## config.mk

```make
export PLATFORM = sky130hd
export DESIGN_NAME = udp_video_rx_top
export DESIGN_NICKNAME = d
export VERILOG_FILES = /design/src/hw/udp_video_pkg.sv /design/src/hw/gmii_udp_parser.sv /design/src/hw/pixel_fifo.sv /design/src/hw/pixel_req_ack_tx.sv /design/src/hw/udp_video_rx_top.sv
export SDC_FILE = /design/constraint.sdc
export NUM_CORES = 1
export LEC_CHECK = 0
export ABC_CLOCK_PERIOD_IN_PS = 3600
export BUFFER_PORTS_ARGS = -buffer_cell sky130_fd_sc_hd__buf_2
export CORE_MARGIN = 5
export CORE_UTILIZATION = 55
export CTS_CLUSTER_DIAMETER = 60
export CTS_CLUSTER_SIZE = 28
export DETAILED_ROUTE_END_ITERATION = 7
export PLACE_DENSITY = 0.75
export SLEW_MARGIN = 20
export SYNTH_ARGS = -nofsm -noshare
export SYNTH_HDL_FRONTEND = slang
export SYNTH_SLANG_ARGS = --single-unit
```

## constraint.sdc

```tcl
create_clock -name clk125 -period 3.6 [get_ports clk125]
set_input_delay 0.72 -clock clk125 [delete_from_list [all_inputs] [get_ports clk125]]
set_output_delay 0.72 -clock clk125 [all_outputs]
set_load 0.01 [all_outputs]
```

## src/hw/udp_video_pkg.sv

```systemverilog
package udp_video_pkg;

	// expected header values of an accepted stream packet
	localparam logic [31:0] ipv4_dst_rec = {8'd192, 8'd168, 8'd0, 8'd1};
	localparam logic [15:0] dst_port_rec = 16'd12345;
	localparam logic [15:0] ethernet_type = 16'h0800;
	localparam logic [7:0] ip_version = 8'h45;
	// udp
	localparam logic [7:0] ip_protocol = 8'h11;

	// byte offsets, counted from the first byte after the 0xd5 delimiter
	localparam logic [10:0] off_eth_type = 11'h00c;
	localparam logic [10:0] off_ip_ver = 11'h00e;
	localparam logic [10:0] off_proto = 11'h017;
	localparam logic [10:0] off_ip_dst = 11'h01e;
	localparam logic [10:0] off_dst_port = 11'h024;
	localparam logic [10:0] off_hdr0 = 11'h02a;
	localparam logic [10:0] off_hdr1 = 11'h02b;
	// last byte that still yields pixel data
	localparam logic [10:0] off_end = 11'd1323;

	// pixel word fifo
	localparam int fifo_depth = 16;
	localparam int fifo_aw = 4;

	// req/ack sender states
	localparam logic [1:0] tx_idle = 2'd0;
	localparam logic [1:0] tx_req = 2'd1;
	localparam logic [1:0] tx_ack_low = 2'd2;

	// one pixel pair tagged with its line
	typedef struct packed {
		logic [10:0] y;
		logic        x_lsb;
		logic [7:0]  pix0;
		logic [7:0]  pix1;
	} pix_word_t;

	// first two payload bytes, as received or as line fields
	typedef union packed {
		struct packed {
			logic [7:0] hdr0;
			logic [7:0] hdr1;
		} raw;
		struct packed {
			logic [7:0] y_lo;
			logic [3:0] x_lo;
			logic [3:0] y_hi;
		} line;
	} line_hdr_u;

endpackage

```

## src/hw/gmii_udp_parser.sv

```systemverilog
module gmii_udp_parser (
	input  logic                     clk125,
	input  logic                     sys_rst,
	input  logic                     id,
	input  logic [7:0]               rxd,
	input  logic                     rx_dv,
	output udp_video_pkg::pix_word_t word,
	output logic                     word_valid,
	output logic                     packet_en
);

	// frame and header state
	logic                     in_frame;
	logic [10:0]              rx_count;
	logic                     hdr_done;
	logic                     odd_byte;

	// captured header fields
	logic [15:0]              eth_type;
	logic [7:0]               ip_ver;
	logic [7:0]               ip_proto;
	logic [31:0]              ip_dst;
	logic [15:0]              dst_port;
	udp_video_pkg::line_hdr_u line_hdr;

	logic [7:0]               dst_last;
	logic                     hdr_match;
	logic                     pix_take;

	// board id shifts the last address byte
	assign dst_last = udp_video_pkg::ipv4_dst_rec[7:0] + {7'd0, id};

	assign hdr_match = (eth_type == udp_video_pkg::ethernet_type) &&
		(ip_ver == udp_video_pkg::ip_version) &&
		(ip_proto == udp_video_pkg::ip_protocol) &&
		(ip_dst[31:8] == udp_video_pkg::ipv4_dst_rec[31:8]) &&
		(ip_dst[7:0] == dst_last) &&
		(dst_port == udp_video_pkg::dst_port_rec);

	// pixel bytes start right after the two line header bytes
	assign pix_take = rx_dv && packet_en && hdr_done;

	always_ff @(posedge clk125) begin
		if (sys_rst) begin
			in_frame <= 1'b0;
			rx_count <= 11'd0;
			packet_en <= 1'b0;
			hdr_done <= 1'b0;
		end else if (!rx_dv) begin
			// end of frame, wait for the next delimiter
			in_frame <= 1'b0;
			rx_count <= 11'd0;
			packet_en <= 1'b0;
			hdr_done <= 1'b0;
		end else begin
			if (!in_frame && rxd == 8'hd5) begin
				in_frame <= 1'b1;
			end
			if (in_frame) begin
				// hold at the top so a long frame never matches twice
				if (rx_count != 11'h7ff) begin
					rx_count <= rx_count + 11'd1;
				end
				if (rx_count == udp_video_pkg::off_hdr0 && hdr_match) begin
					packet_en <= 1'b1;
				end
				if (rx_count == udp_video_pkg::off_hdr1 && packet_en) begin
					hdr_done <= 1'b1;
				end
				if (rx_count == udp_video_pkg::off_end) begin
					packet_en <= 1'b0;
					hdr_done <= 1'b0;
				end
			end
		end
	end

	// header field capture by byte offset
	always_ff @(posedge clk125) begin
		if (rx_dv && in_frame) begin
			case (rx_count)
				udp_video_pkg::off_eth_type: begin
					eth_type[15:8] <= rxd;
				end
				udp_video_pkg::off_eth_type + 11'd1: begin
					eth_type[7:0] <= rxd;
				end
				udp_video_pkg::off_ip_ver: begin
					ip_ver <= rxd;
				end
				udp_video_pkg::off_proto: begin
					ip_proto <= rxd;
				end
				udp_video_pkg::off_ip_dst: begin
					ip_dst[31:24] <= rxd;
				end
				udp_video_pkg::off_ip_dst + 11'd1: begin
					ip_dst[23:16] <= rxd;
				end
				udp_video_pkg::off_ip_dst + 11'd2: begin
					ip_dst[15:8] <= rxd;
				end
				udp_video_pkg::off_ip_dst + 11'd3: begin
					ip_dst[7:0] <= rxd;
				end
				udp_video_pkg::off_dst_port: begin
					dst_port[15:8] <= rxd;
				end
				udp_video_pkg::off_dst_port + 11'd1: begin
					dst_port[7:0] <= rxd;
				end
				udp_video_pkg::off_hdr0: begin
					if (hdr_match) begin
						line_hdr.raw.hdr0 <= rxd;
					end
				end
				udp_video_pkg::off_hdr1: begin
					if (packet_en) begin
						line_hdr.raw.hdr1 <= rxd;
					end
				end
				default: begin
				end
			endcase
		end
	end

	// pair phase and write strobe
	always_ff @(posedge clk125) begin
		if (sys_rst) begin
			odd_byte <= 1'b0;
			word_valid <= 1'b0;
		end else begin
			word_valid <= 1'b0;
			if (pix_take) begin
				odd_byte <= !odd_byte;
				word_valid <= odd_byte;
			end else begin
				odd_byte <= 1'b0;
			end
		end
	end

	// even byte opens a word with its line tag, odd byte completes it
	always_ff @(posedge clk125) begin
		if (pix_take) begin
			if (!odd_byte) begin
				word.y <= {line_hdr.line.y_hi[2:0], line_hdr.line.y_lo};
				word.x_lsb <= line_hdr.line.x_lo[0];
				word.pix0 <= rxd;
			end else begin
				word.pix1 <= rxd;
			end
		end
	end

endmodule

```

## src/hw/pixel_fifo.sv

```systemverilog
module pixel_fifo (
	input  logic                     clk125,
	input  logic                     sys_rst,
	input  udp_video_pkg::pix_word_t wr_word,
	input  logic                     wr_en,
	output udp_video_pkg::pix_word_t rd_word,
	output logic                     rd_empty,
	input  logic                     rd_pop,
	output logic                     overflow
);

	udp_video_pkg::pix_word_t          mem [0:udp_video_pkg::fifo_depth-1];
	logic [udp_video_pkg::fifo_aw-1:0] wr_ptr;
	logic [udp_video_pkg::fifo_aw-1:0] rd_ptr;
	// one extra bit to tell full from empty
	logic [udp_video_pkg::fifo_aw:0]   count;
	logic                              full;
	logic                              do_write;
	logic                              do_read;

	assign full = (count == (udp_video_pkg::fifo_aw + 1)'(udp_video_pkg::fifo_depth));
	assign rd_empty = (count == '0);
	assign do_write = wr_en && !full;
	assign do_read = rd_pop && !rd_empty;

	// head word straight from the array
	assign rd_word = mem[rd_ptr];

	always_ff @(posedge clk125) begin
		if (do_write) begin
			mem[wr_ptr] <= wr_word;
		end
	end

	always_ff @(posedge clk125) begin
		if (sys_rst) begin
			wr_ptr <= '0;
			rd_ptr <= '0;
			count <= '0;
		end else begin
			if (do_write) begin
				wr_ptr <= wr_ptr + 1'b1;
			end
			if (do_read) begin
				rd_ptr <= rd_ptr + 1'b1;
			end
			case ({do_write, do_read})
				2'b10: count <= count + 1'b1;
				2'b01: count <= count - 1'b1;
				default: count <= count;
			endcase
		end
	end

	// a refused write is reported one cycle later
	always_ff @(posedge clk125) begin
		if (sys_rst) begin
			overflow <= 1'b0;
		end else begin
			overflow <= wr_en && full;
		end
	end

endmodule

```

## src/hw/pixel_req_ack_tx.sv

```systemverilog
module pixel_req_ack_tx (
	input  logic                     clk125,
	input  logic                     sys_rst,
	input  udp_video_pkg::pix_word_t rd_word,
	input  logic                     rd_empty,
	output logic                     rd_pop,
	output udp_video_pkg::pix_word_t out_word,
	output logic                     out_req,
	input  logic                     out_ack
);

	logic [1:0] state;

	// take the head word whenever idle and something is queued
	assign rd_pop = (state == udp_video_pkg::tx_idle) && !rd_empty;

	// word is loaded while out_req is still low
	always_ff @(posedge clk125) begin
		if (rd_pop) begin
			out_word <= rd_word;
		end
	end

	always_ff @(posedge clk125) begin
		if (sys_rst) begin
			state <= udp_video_pkg::tx_idle;
			out_req <= 1'b0;
		end else begin
			case (state)
				udp_video_pkg::tx_idle: begin
					if (!rd_empty) begin
						state <= udp_video_pkg::tx_req;
						out_req <= 1'b1;
					end
				end
				udp_video_pkg::tx_req: begin
					// consumer has taken the word
					if (out_ack) begin
						state <= udp_video_pkg::tx_ack_low;
						out_req <= 1'b0;
					end
				end
				udp_video_pkg::tx_ack_low: begin
					// handshake closes once ack is back low
					if (!out_ack) begin
						state <= udp_video_pkg::tx_idle;
					end
				end
				default: begin
					state <= udp_video_pkg::tx_idle;
					out_req <= 1'b0;
				end
			endcase
		end
	end

endmodule

```

## src/hw/udp_video_rx_top.sv

```systemverilog
module udp_video_rx_top (
	input  logic                     clk125,
	input  logic                     sys_rst,
	input  logic                     id,
	input  logic [7:0]               rxd,
	input  logic                     rx_dv,
	output udp_video_pkg::pix_word_t out_word,
	output logic                     out_req,
	input  logic                     out_ack,
	output logic                     packet_en,
	output logic                     overflow
);

	// parser to fifo
	udp_video_pkg::pix_word_t word;
	logic                     word_valid;

	// fifo to sender
	udp_video_pkg::pix_word_t rd_word;
	logic                     rd_empty;
	logic                     rd_pop;

	gmii_udp_parser u_parser (
		.clk125     (clk125),
		.sys_rst    (sys_rst),
		.id         (id),
		.rxd        (rxd),
		.rx_dv      (rx_dv),
		.word       (word),
		.word_valid (word_valid),
		.packet_en  (packet_en)
	);

	pixel_fifo u_fifo (
		.clk125   (clk125),
		.sys_rst  (sys_rst),
		.wr_word  (word),
		.wr_en    (word_valid),
		.rd_word  (rd_word),
		.rd_empty (rd_empty),
		.rd_pop   (rd_pop),
		.overflow (overflow)
	);

	pixel_req_ack_tx u_tx (
		.clk125   (clk125),
		.sys_rst  (sys_rst),
		.rd_word  (rd_word),
		.rd_empty (rd_empty),
		.rd_pop   (rd_pop),
		.out_word (out_word),
		.out_req  (out_req),
		.out_ack  (out_ack)
	);

endmodule

```

==> metrics, run 1 <==
worst hold-check path type reg2reg; final instance area 25,900 um2; synthesized net count 1,244; post-synth cell types 47; Routed WL per cell 25.5 um; Max Slew Vio Count 0; R2R Path Start u_parser.rx_count[0]; Routed Antenna Nets 0; final net count 1,303; crit path kind reg2reg; P per Cell Area 585 nW/um2; vias in the first global route 11,400; Die H 217 um; status finished, final reports clean; Crit-path slowest cell nor2_1; global routing usage on met3 0.0388; RSZ-0062 raised after global routing no; Yosys warnings 0; dpl cells 1,777; reg-to-reg critical path endpoint u_parser.line_hdr[10]; GRT met1 Usage 0.277; Post-synth EDFFs 596; Initial Utilization 0.558; Rel. slew slack 0.371; Worst setup endpoint u_parser.line_hdr[10]; CTS resizes 0; commonest cells after routing, fill and taps aside edfxtp_1, mux2i_1, a221oi_1, mux4_2, nand2_1; total power 15.2 mW; gpl congestion 0.828; number of port buffers 43; Synth Cell Area 23,500 um2; H-tree depth 2; final wirelength 46.9 mm; syn_area_per_cell 19.3 um2; Vias 11,500; Peak supply drop 421 uV; worst hold margin 428 ps; DRC viols 0; HPWL Detailed 26.3 mm; num rows 75; CP Launch Type flop; R2R Setup Slk 770 ps; Max stage delay on crit path 580 ps; # hold bufs at CTS 0; asr flop ratio synth 0; CP bufs+invs 1; sequential fraction of the synthesis area 0.789; Die ar. 47,000 um2; Floorplan Core Area 42,100 um2; Req. time, crit path 3810 ps; share of layout cells above drive strength 1 0.167; area grow syn2layout 10.2%; leak pwr 8.11 nW; first-pass iteration count of the detailed router 5; Tcrit/Tclk final 0.787; Global Route met2 Usage 0.341; root buf cell clkbuf_16; GRT busiest layer met2; area post-placement 24,700 um2; Least-Margin Pin Slew 941 ps; Core Util, Final 0.615; fin crit period 2830 ps; CTS Buffer Depth 3; initial antenna violation count 2; total global-route track usage 0.200; Skew-Pair Late Insertion Delay 590 ps; Register-to-Register Path Depth 7; skew final 36.5 ps; crit path DAT 3040 ps; Die Span X 217 um; antenna cells 0; Layout Cells excl Fill 1,843; DP Worst Slack 771 ps; Cells after Synth 1,217; setup TNS 0 ps; number of max-cap violations 0; DRT iter0 DRCs 1,112; CP startpoint u_parser.rx_count[0]; Worst Setup End Kind flop; top_reg_cell synth edfxtp_1; I/O Pins 44; clock sinks 629; grt total ovfl 0; Cell Chain, Critical Path inv_1, ha_1, nor4b_1, nand4_1, or3_1, or4_1, nor2_1; CP top delay family simple AND/OR/NAND/NOR gates; commonest non-fill, non-tap cell in the layout edfxtp_1; wire length of the first global-routing pass 70.8 mm; Post CTS Setup Buffer Count 0; setup ws final 766 ps; final setup vio count 0; CTS tree built; critical path depth in cells 7; vias per inst 6.22; Worst Path Max Fanout 8; highest attainable clock frequency 0.353 GHz; clk slew on worst S/H paths 100 ps; pin count of the biggest net entering global routing 52; CTS buffer count 36; register bit total from synthesis 629; endpoints failing hold 0
==> registers in the layout, summed over array words and instances (netlist names), 2 cells and up <==
register and flops:
u_fifo.mem 448, u_parser.ip_dst 32, u_parser.word 28, u_tx.out_word 28
u_parser.dst_port 16, u_parser.eth_type 16, u_parser.line_hdr 12, u_parser.rx_count 11
u_parser.ip_proto 8, u_parser.ip_ver 8, u_fifo.count 5, u_fifo.rd_ptr 4
u_fifo.wr_ptr 4, u_tx.state 2
==> cells in the mapped netlist, types with 2 or more instances <==
cell type / number / area [um2]
nand2_1: 45 / 169
nor3_1: 15 / 75.1
inv_1: 14 / 52.6
a21oi_1: 11 / 55.1
nand3_1: 7 / 35.0
nand2b_1: 5 / 31.3
xnor2_1: 10 / 87.6
and4b_1: 4 / 40.0
buf_1: 10 / 37.5
and4_1: 2 / 17.5
a22oi_1: 28 / 210
a221oi_1: 56 / 490
xor2_1: 5 / 43.8
or4_1: 4 / 30.0
nor4b_1: 8 / 70.1
o21ai_0: 28 / 140
mux4_2: 56 / 1260
nor3b_1: 2 / 15.0
ha_1: 13 / 163
clkbuf_1: 28 / 105
nand4_1: 9 / 56.3
mux2i_1: 115 / 1150
nor2b_1: 5 / 31.3
nor4bb_1: 2 / 20.0
buf_2: 17 / 85.1
and2_1: 10 / 62.6
a41oi_1: 3 / 26.3
o21bai_1: 2 / 15.0
or3_1: 2 / 12.5
nor4_1: 10 / 62.6
dfxtp_1: 33 / 661
inv_2: 2 / 7.51
edfxtp_1: 596 / 17900
nor2_1: 47 / 176
==> logic make-up (layout without fill, tap and decap cells) <==
group                      count (synthesis)  in the layout  synth area share
AOI/OAI and AO/OA                        137            137            0.0431
and+or+nand+nor                          180            180            0.0400
DFF                                      629            629             0.789
xor gates and xnor gates                  15             15           0.00558
buffers and inverters                     71            158            0.0122
adders and majority gates                 14             14           0.00776
muxes                                    171            171             0.103
==> worst min path at each step <==
| stage | from | to | cells after the start |
|---|---|---|---|
| after floorplan | u_parser.line_hdr[4] | u_parser.word[16] | 0 |
| after global placement | u_parser.line_hdr[1] | u_parser.word[26] | 0 |
| after detailed placement | u_parser.line_hdr[4] | u_parser.word[16] | 0 |
| after CTS | out_ack | u_tx.state[1] | 2 |
| after global routing | out_ack | u_tx.state[1] | 2 |
| final | u_parser.line_hdr[2] | u_parser.word[27] | 0 |
==> final cells by class <==
type | count | area (um2)
Clock inverter | 25 | 270
Clock buffer | 41 | 962
Tap cell | 539 | 674
Sequential cell | 629 | 18600
Timing Repair Buffer | 76 | 588
Multi-Input combinational cell | 517 | 4810
Inverter | 16 | 60.1
Fill cell | 2869 | 16200
==> where the power goes <==
group / switching [mW] / total, mW / leakage [nW] / internal [mW]
logic: 1.17 / 2.23 / 1.87 / 1.06
clock network: 2.45 / 4.53 / 0.603 / 2.08
registers: 0.210 / 8.41 / 5.64 / 8.20
==> metal layers <==
layer / part of all wire / up-vias / wire, um
li1: - / 5059 / -
met1: 0.40 / 5918 / 18800
met2: 0.51 / 427 / 23900
met3: 0.073 / 60 / 3430
met4: 0.016 / 0 / 738
met5: 0 / - / 0
Power figures use the tool's default switching activity.
==> run 2, diff against run 1 <==
Settings changed: ABC_AREA from default to 1, ABC_CLOCK_PERIOD_IN_PS 3600 to 2400.
Clock period 3.6 ns to 2.4 ns, I/O delays scaled along.
==> metrics, run 2 <==
highest attainable clock frequency 0.429 GHz; final net count 1,998; total global-route track usage 0.214; Synth area leader edfxtp_1; biggest regs u_fifo.mem: 448 flops, u_parser.ip_dst: 32 flops; Yosys warnings 0; P per Cell Area 902 nW/um2; CTS tree built; Routed Antenna Nets 0; crit path DAT 2540 ps; CP top delay family simple AND/OR/NAND/NOR gates; count leader, synth edfxtp_1; Least-Margin Pin Slew 1100 ps; clock sinks 629; initial antenna violation count 0; area grow syn2layout 10.4%; CTS Buffer Depth 3; top cells by area, synth edfxtp_1, nor2_1, nand2_1; share of layout cells above drive strength 1 0.107; Tcrit/Tclk final 0.971; hold_sp out_ack; Die ar. 49,300 um2; Synth Cell Area 24,700 um2; R2R Setup Slk 70 ps; Floorplan Core Area 44,300 um2; pin count of the biggest net entering global routing 115; antenna cells 0; R2R Path Start u_fifo.count[2]; Crit-path slowest cell nor2_2; skew final 35.2 ps; clk slew on worst S/H paths 90 ps; gpl congestion 0.846; # hold bufs at CTS 0; Worst Setup End Kind flop; Req. time, crit path 2610 ps; Initial Utilization 0.558; Peak supply drop 668 uV; Die Span X 222 um; Vias 15,000; RSZ-0062 raised after global routing yes; DRC viols 0; HPWL Detailed 31.7 mm; post-synth cell types 41; commonest non-fill, non-tap cell in the layout edfxtp_1; wire length of the first global-routing pass 82.6 mm; crit path kind reg2reg; H-tree depth 2; DRT iter0 DRCs 1,634; max FFs per register 448; CTS buffer count 36; Max Slew Vio Count 0; Core Util, Final 0.616; Max stage delay on crit path 820 ps; Crit path top cell by count nand2_1; syn_area_per_cell 12.9 um2; largest register by flop count u_fifo.mem; Cell Chain, Critical Path nor4_2, nand2_1, nand2_4, inv_1, nand2_1, buf_4, nor2_2; CP startpoint u_fifo.count[2]; Skew-Pair Late Insertion Delay 590 ps; status finished, final reports clean; first-pass iteration count of the detailed router 6; asr flop ratio synth 0; Die H 222 um; commonest cells after routing, fill and taps aside edfxtp_1, nor2_1, nand2_1; CP bufs+invs 2; endpoints failing hold 0; worst hold-check path type in2reg; register bit total from synthesis 629; final setup vio count 0; Synth top cells by count edfxtp_1, nor2_1, nand2_1; number of max-cap violations 0; synthesized net count 1,943; worst hold margin 167 ps; num rows 77; final wirelength 54.3 mm; CP Launch Type flop; Synth top area share 0.724; top_reg_cell synth edfxtp_1; Rel. slew slack 0.262; leak pwr 9.09 nW; Post-synth EDFFs 596; number of port buffers 43; Worst Path Max Fanout 14; vias per inst 5.78; sequential fraction of the synthesis area 0.750; vias in the first global route 14,700; grt total ovfl 0; Routed WL per cell 21.0 um; fin crit period 2330 ps; Cells after Synth 1,916; I/O Pins 44; root buf cell clkbuf_16
==> run 2: layout make-up <==
type                    count  area, um2
clock buffers              41        951
clock inverters            23        297
fillers                  3257      17000
repair buffers            101        801
multi-input cells        1060       5410
flip-flops and latches    629      18600
well taps                 592        741
inverters                 143        546
==> run 2: where the power goes <==
group	leakage [nW]	internal, mW	switching, mW
registers	5.65	12.4	0.211
clock network	0.603	3.13	3.85
logic	2.84	1.75	3.34
total	9.09	17.2	7.39
==> run 2: what timing repair did <==
action,CTS,global route
setup endpoints to repair,0,267
endpoints found under the hold margin,0,0
gates resized for setup,0,7
buffers inserted,0,0
==> run 2: kinds of logic after synthesis <==
family	after synthesis	synth area share
AOI/OAI and AO/OA	340	0.0847
xor gates and xnor gates	9	0.00319
and+or+nand+nor	693	0.115
adders and majority gates	14	0.00739
DFF	629	0.750
buffers and inverters	231	0.0399
==> run 2: worst paths after layout <==
kind,endpoint,cells after the start
setup reg to reg,u_fifo.mem[12][13],7
setup / recovery,u_fifo.mem[12][13],7
hold reg to reg,u_parser.word[17],0
hold / removal,u_tx.state[1],3
==> run 2: layer usage <==
metal	GRT usage	routed length [um]	part of all wire	vias to the layer above
met5	0	0	0	-
met3	0.0347	4150	0.077	105
li1	-	-	-	6928
met2	0.368	27500	0.51	607
met1	0.284	21000	0.39	7322
met4	0.0606	1580	0.029	0
==> run 2: through the flow <==
| step | instance area, um2 | std cells | power, mW | TNS [ps] | setup WS (ps) |
|---|---|---|---|---|---|
| after floorplan | 24800 | 1916 | 16.2 | -55780 | -135 |
| after global placement | 26000 | 2521 | 17.8 | 0 | 113 |
| after detailed placement | 26000 | 2521 | 17.9 | 0 | 48.4 |
| after CTS | 27300 | 2585 | 24.8 | 0 | 32.4 |
| after global routing | 27300 | 2589 | 25.8 | -538 | -110 |
| final | 27300 | 2589 | 24.6 | 0 | 70.3 |
==> run 2: tightest hold or removal path: stages <==
cell and delay (ps):
buf_2 110, nand3b_1 70, a21oi_1 40
==> run 3, diff against run 2 <==
Settings changed: CORE_UTILIZATION 55 to 56, PLACE_DENSITY 0.75 to 0.76.
==> metrics, run 3 (synthesis gave the netlist of run 2 again) <==
status finished, final reports clean; Routed Antenna Nets 0; largest register by flop count u_fifo.mem; max FFs per register 448; commonest non-fill, non-tap cell in the layout edfxtp_1; worst hold-check path type in2reg; setup TNS 0 ps; root buf cell clkbuf_16; highest attainable clock frequency 0.434 GHz; Routed WL per cell 20.8 um; Skew-Pair Late Insertion Delay 580 ps; CP Launch Type flop; Vias 15,000; Worst Setup End Kind flop; commonest cells after routing, fill and taps aside edfxtp_1, nor2_1, nand2_1; clock sinks 629; switching portion of total power 0.300; Least-Margin Pin Slew 1130 ps; area grow syn2layout 10.0%; DP Worst Slack 54.2 ps; CTS Buffer Depth 3; endpoints failing hold 0; DRT iter0 DRCs 1,887; Peak supply drop 875 uV; Req. time, crit path 2580 ps; Tcrit/Tclk final 0.960; Comb pwr share 0.214; setup ws final 96.5 ps; pin count of the biggest net entering global routing 86; P per Cell Area 893 nW/um2; Die ar. 48,500 um2; grt total ovfl 0; NetSw 7.29 mW; number of max-cap violations 0; RSZ-0062 raised after global routing no; Max Slew Vio Count 0; clk slew on worst S/H paths 90 ps; sequential share of power 0.517; Die H 220 um; Initial Utilization 0.563; gpl congestion 0.842; DRC viols 0; number of port buffers 43; Hold Path Cell Cnt 3; final wirelength 53.9 mm; Register-to-Register Path Depth 2; fin crit period 2300 ps; H-tree depth 2; share of layout cells above drive strength 1 0.106; I/O Pins 44; total global-route track usage 0.218; antenna cells 0; skew final 30.5 ps; Die Span X 220 um; crit path DAT 2490 ps; final setup vio count 0; # fillers 3,238; CTS tree built; first-pass iteration count of the detailed router 6; final net count 1,997; wire length of the first global-routing pass 81.4 mm; vias in the first global route 14,500; initial antenna violation count 0; Int Power 17.0 mW; num rows 77; Rel. slew slack 0.244; Worst Path Max Fanout 28; leak pwr 9.03 nW; HPWL Detailed 31.3 mm; CTS buffer count 34; Floorplan Core Area 43,900 um2; Clk pwr share 0.269; Post CTS Setup Buffer Count 0; vias per inst 5.78; biggest regs u_fifo.mem: 448 flops, u_parser.ip_dst: 32 flops; crit path kind reg2reg
==> run 3: path summary, 6_finish.rpt <==
path	startpoint	endpoint	slack [ps]
worst min register to register	u_parser.line_hdr[10]	u_parser.word[19]	420
worst min-delay path	out_ack	u_tx.state[1]	200
worst max register to register	u_fifo.wr_ptr[2]	u_fifo.mem[15][6]	100
worst max-delay path	u_fifo.wr_ptr[2]	u_fifo.mem[15][6]	100
==> run 3: cell type report <==
class / instances / area (um2) / area share
Clock inverter: 24 / 288 / 0.0106
Tap cell: 592 / 741 / 0.0272
Sequential cell: 629 / 18600 / 0.682
Clock buffer: 38 / 866 / 0.0318
Multi-Input combinational cell: 1061 / 5410 / 0.199
Inverter: 143 / 546 / 0.0200
Timing Repair Buffer: 101 / 796 / 0.0292
==> run 3: per-layer routing <==
metal,GRT usage,wire length [um],up-vias,share of wire
met5,0,0,-,0
met4,0.0755,1660,0,0.031
met3,0.0311,4570,99,0.085
met2,0.362,26400,680,0.49
met1,0.301,21300,7235,0.40
li1,-,-,6941,-
==> run 3: repair_timing <==
action | CTS | global route
hold buffers | 0 | 0
endpoints found under the setup margin | 0 | 90
gates resized for setup | 0 | 6
==> run 3: worst max-delay path, cell delays in order, from the launching register on <==
cell and delay, ps:
dfxtp_1 460, nand2_1 460, nor2_4 990
==> run 3: power groups by stage <==
stage / sequential, mW / clock (mW) / combinational [mW]
after floorplan: 12.9 / 0 / 3.37
after global placement: 12.8 / 0 / 5.09
after detailed placement: 12.8 / 0 / 5.18
after CTS: 12.6 / 6.64 / 5.21
after global routing: 12.6 / 7.07 / 5.75
final: 12.6 / 6.54 / 5.20
==> run 3: per-stage QoR <==
| stage | hold WS [ps] | total power, mW | instances | util | cell area [um2] |
|---|---|---|---|---|---|
| 4_1_cts | 171 | 24.4 | 2582 | 0.618 | 27100 |
| 3_3_place_gp | 402 | 17.9 | 2520 | 0.591 | 26000 |
| 2_1_floorplan | 400 | 16.2 | 1916 | - | 24800 |
| 3_5_place_dp | 405 | 18.0 | 2520 | 0.591 | 26000 |
| 5_1_grt | 208 | 25.4 | 2588 | 0.619 | 27200 |
| 6_report | 200 | 24.3 | 2588 | 0.619 | 27200 |
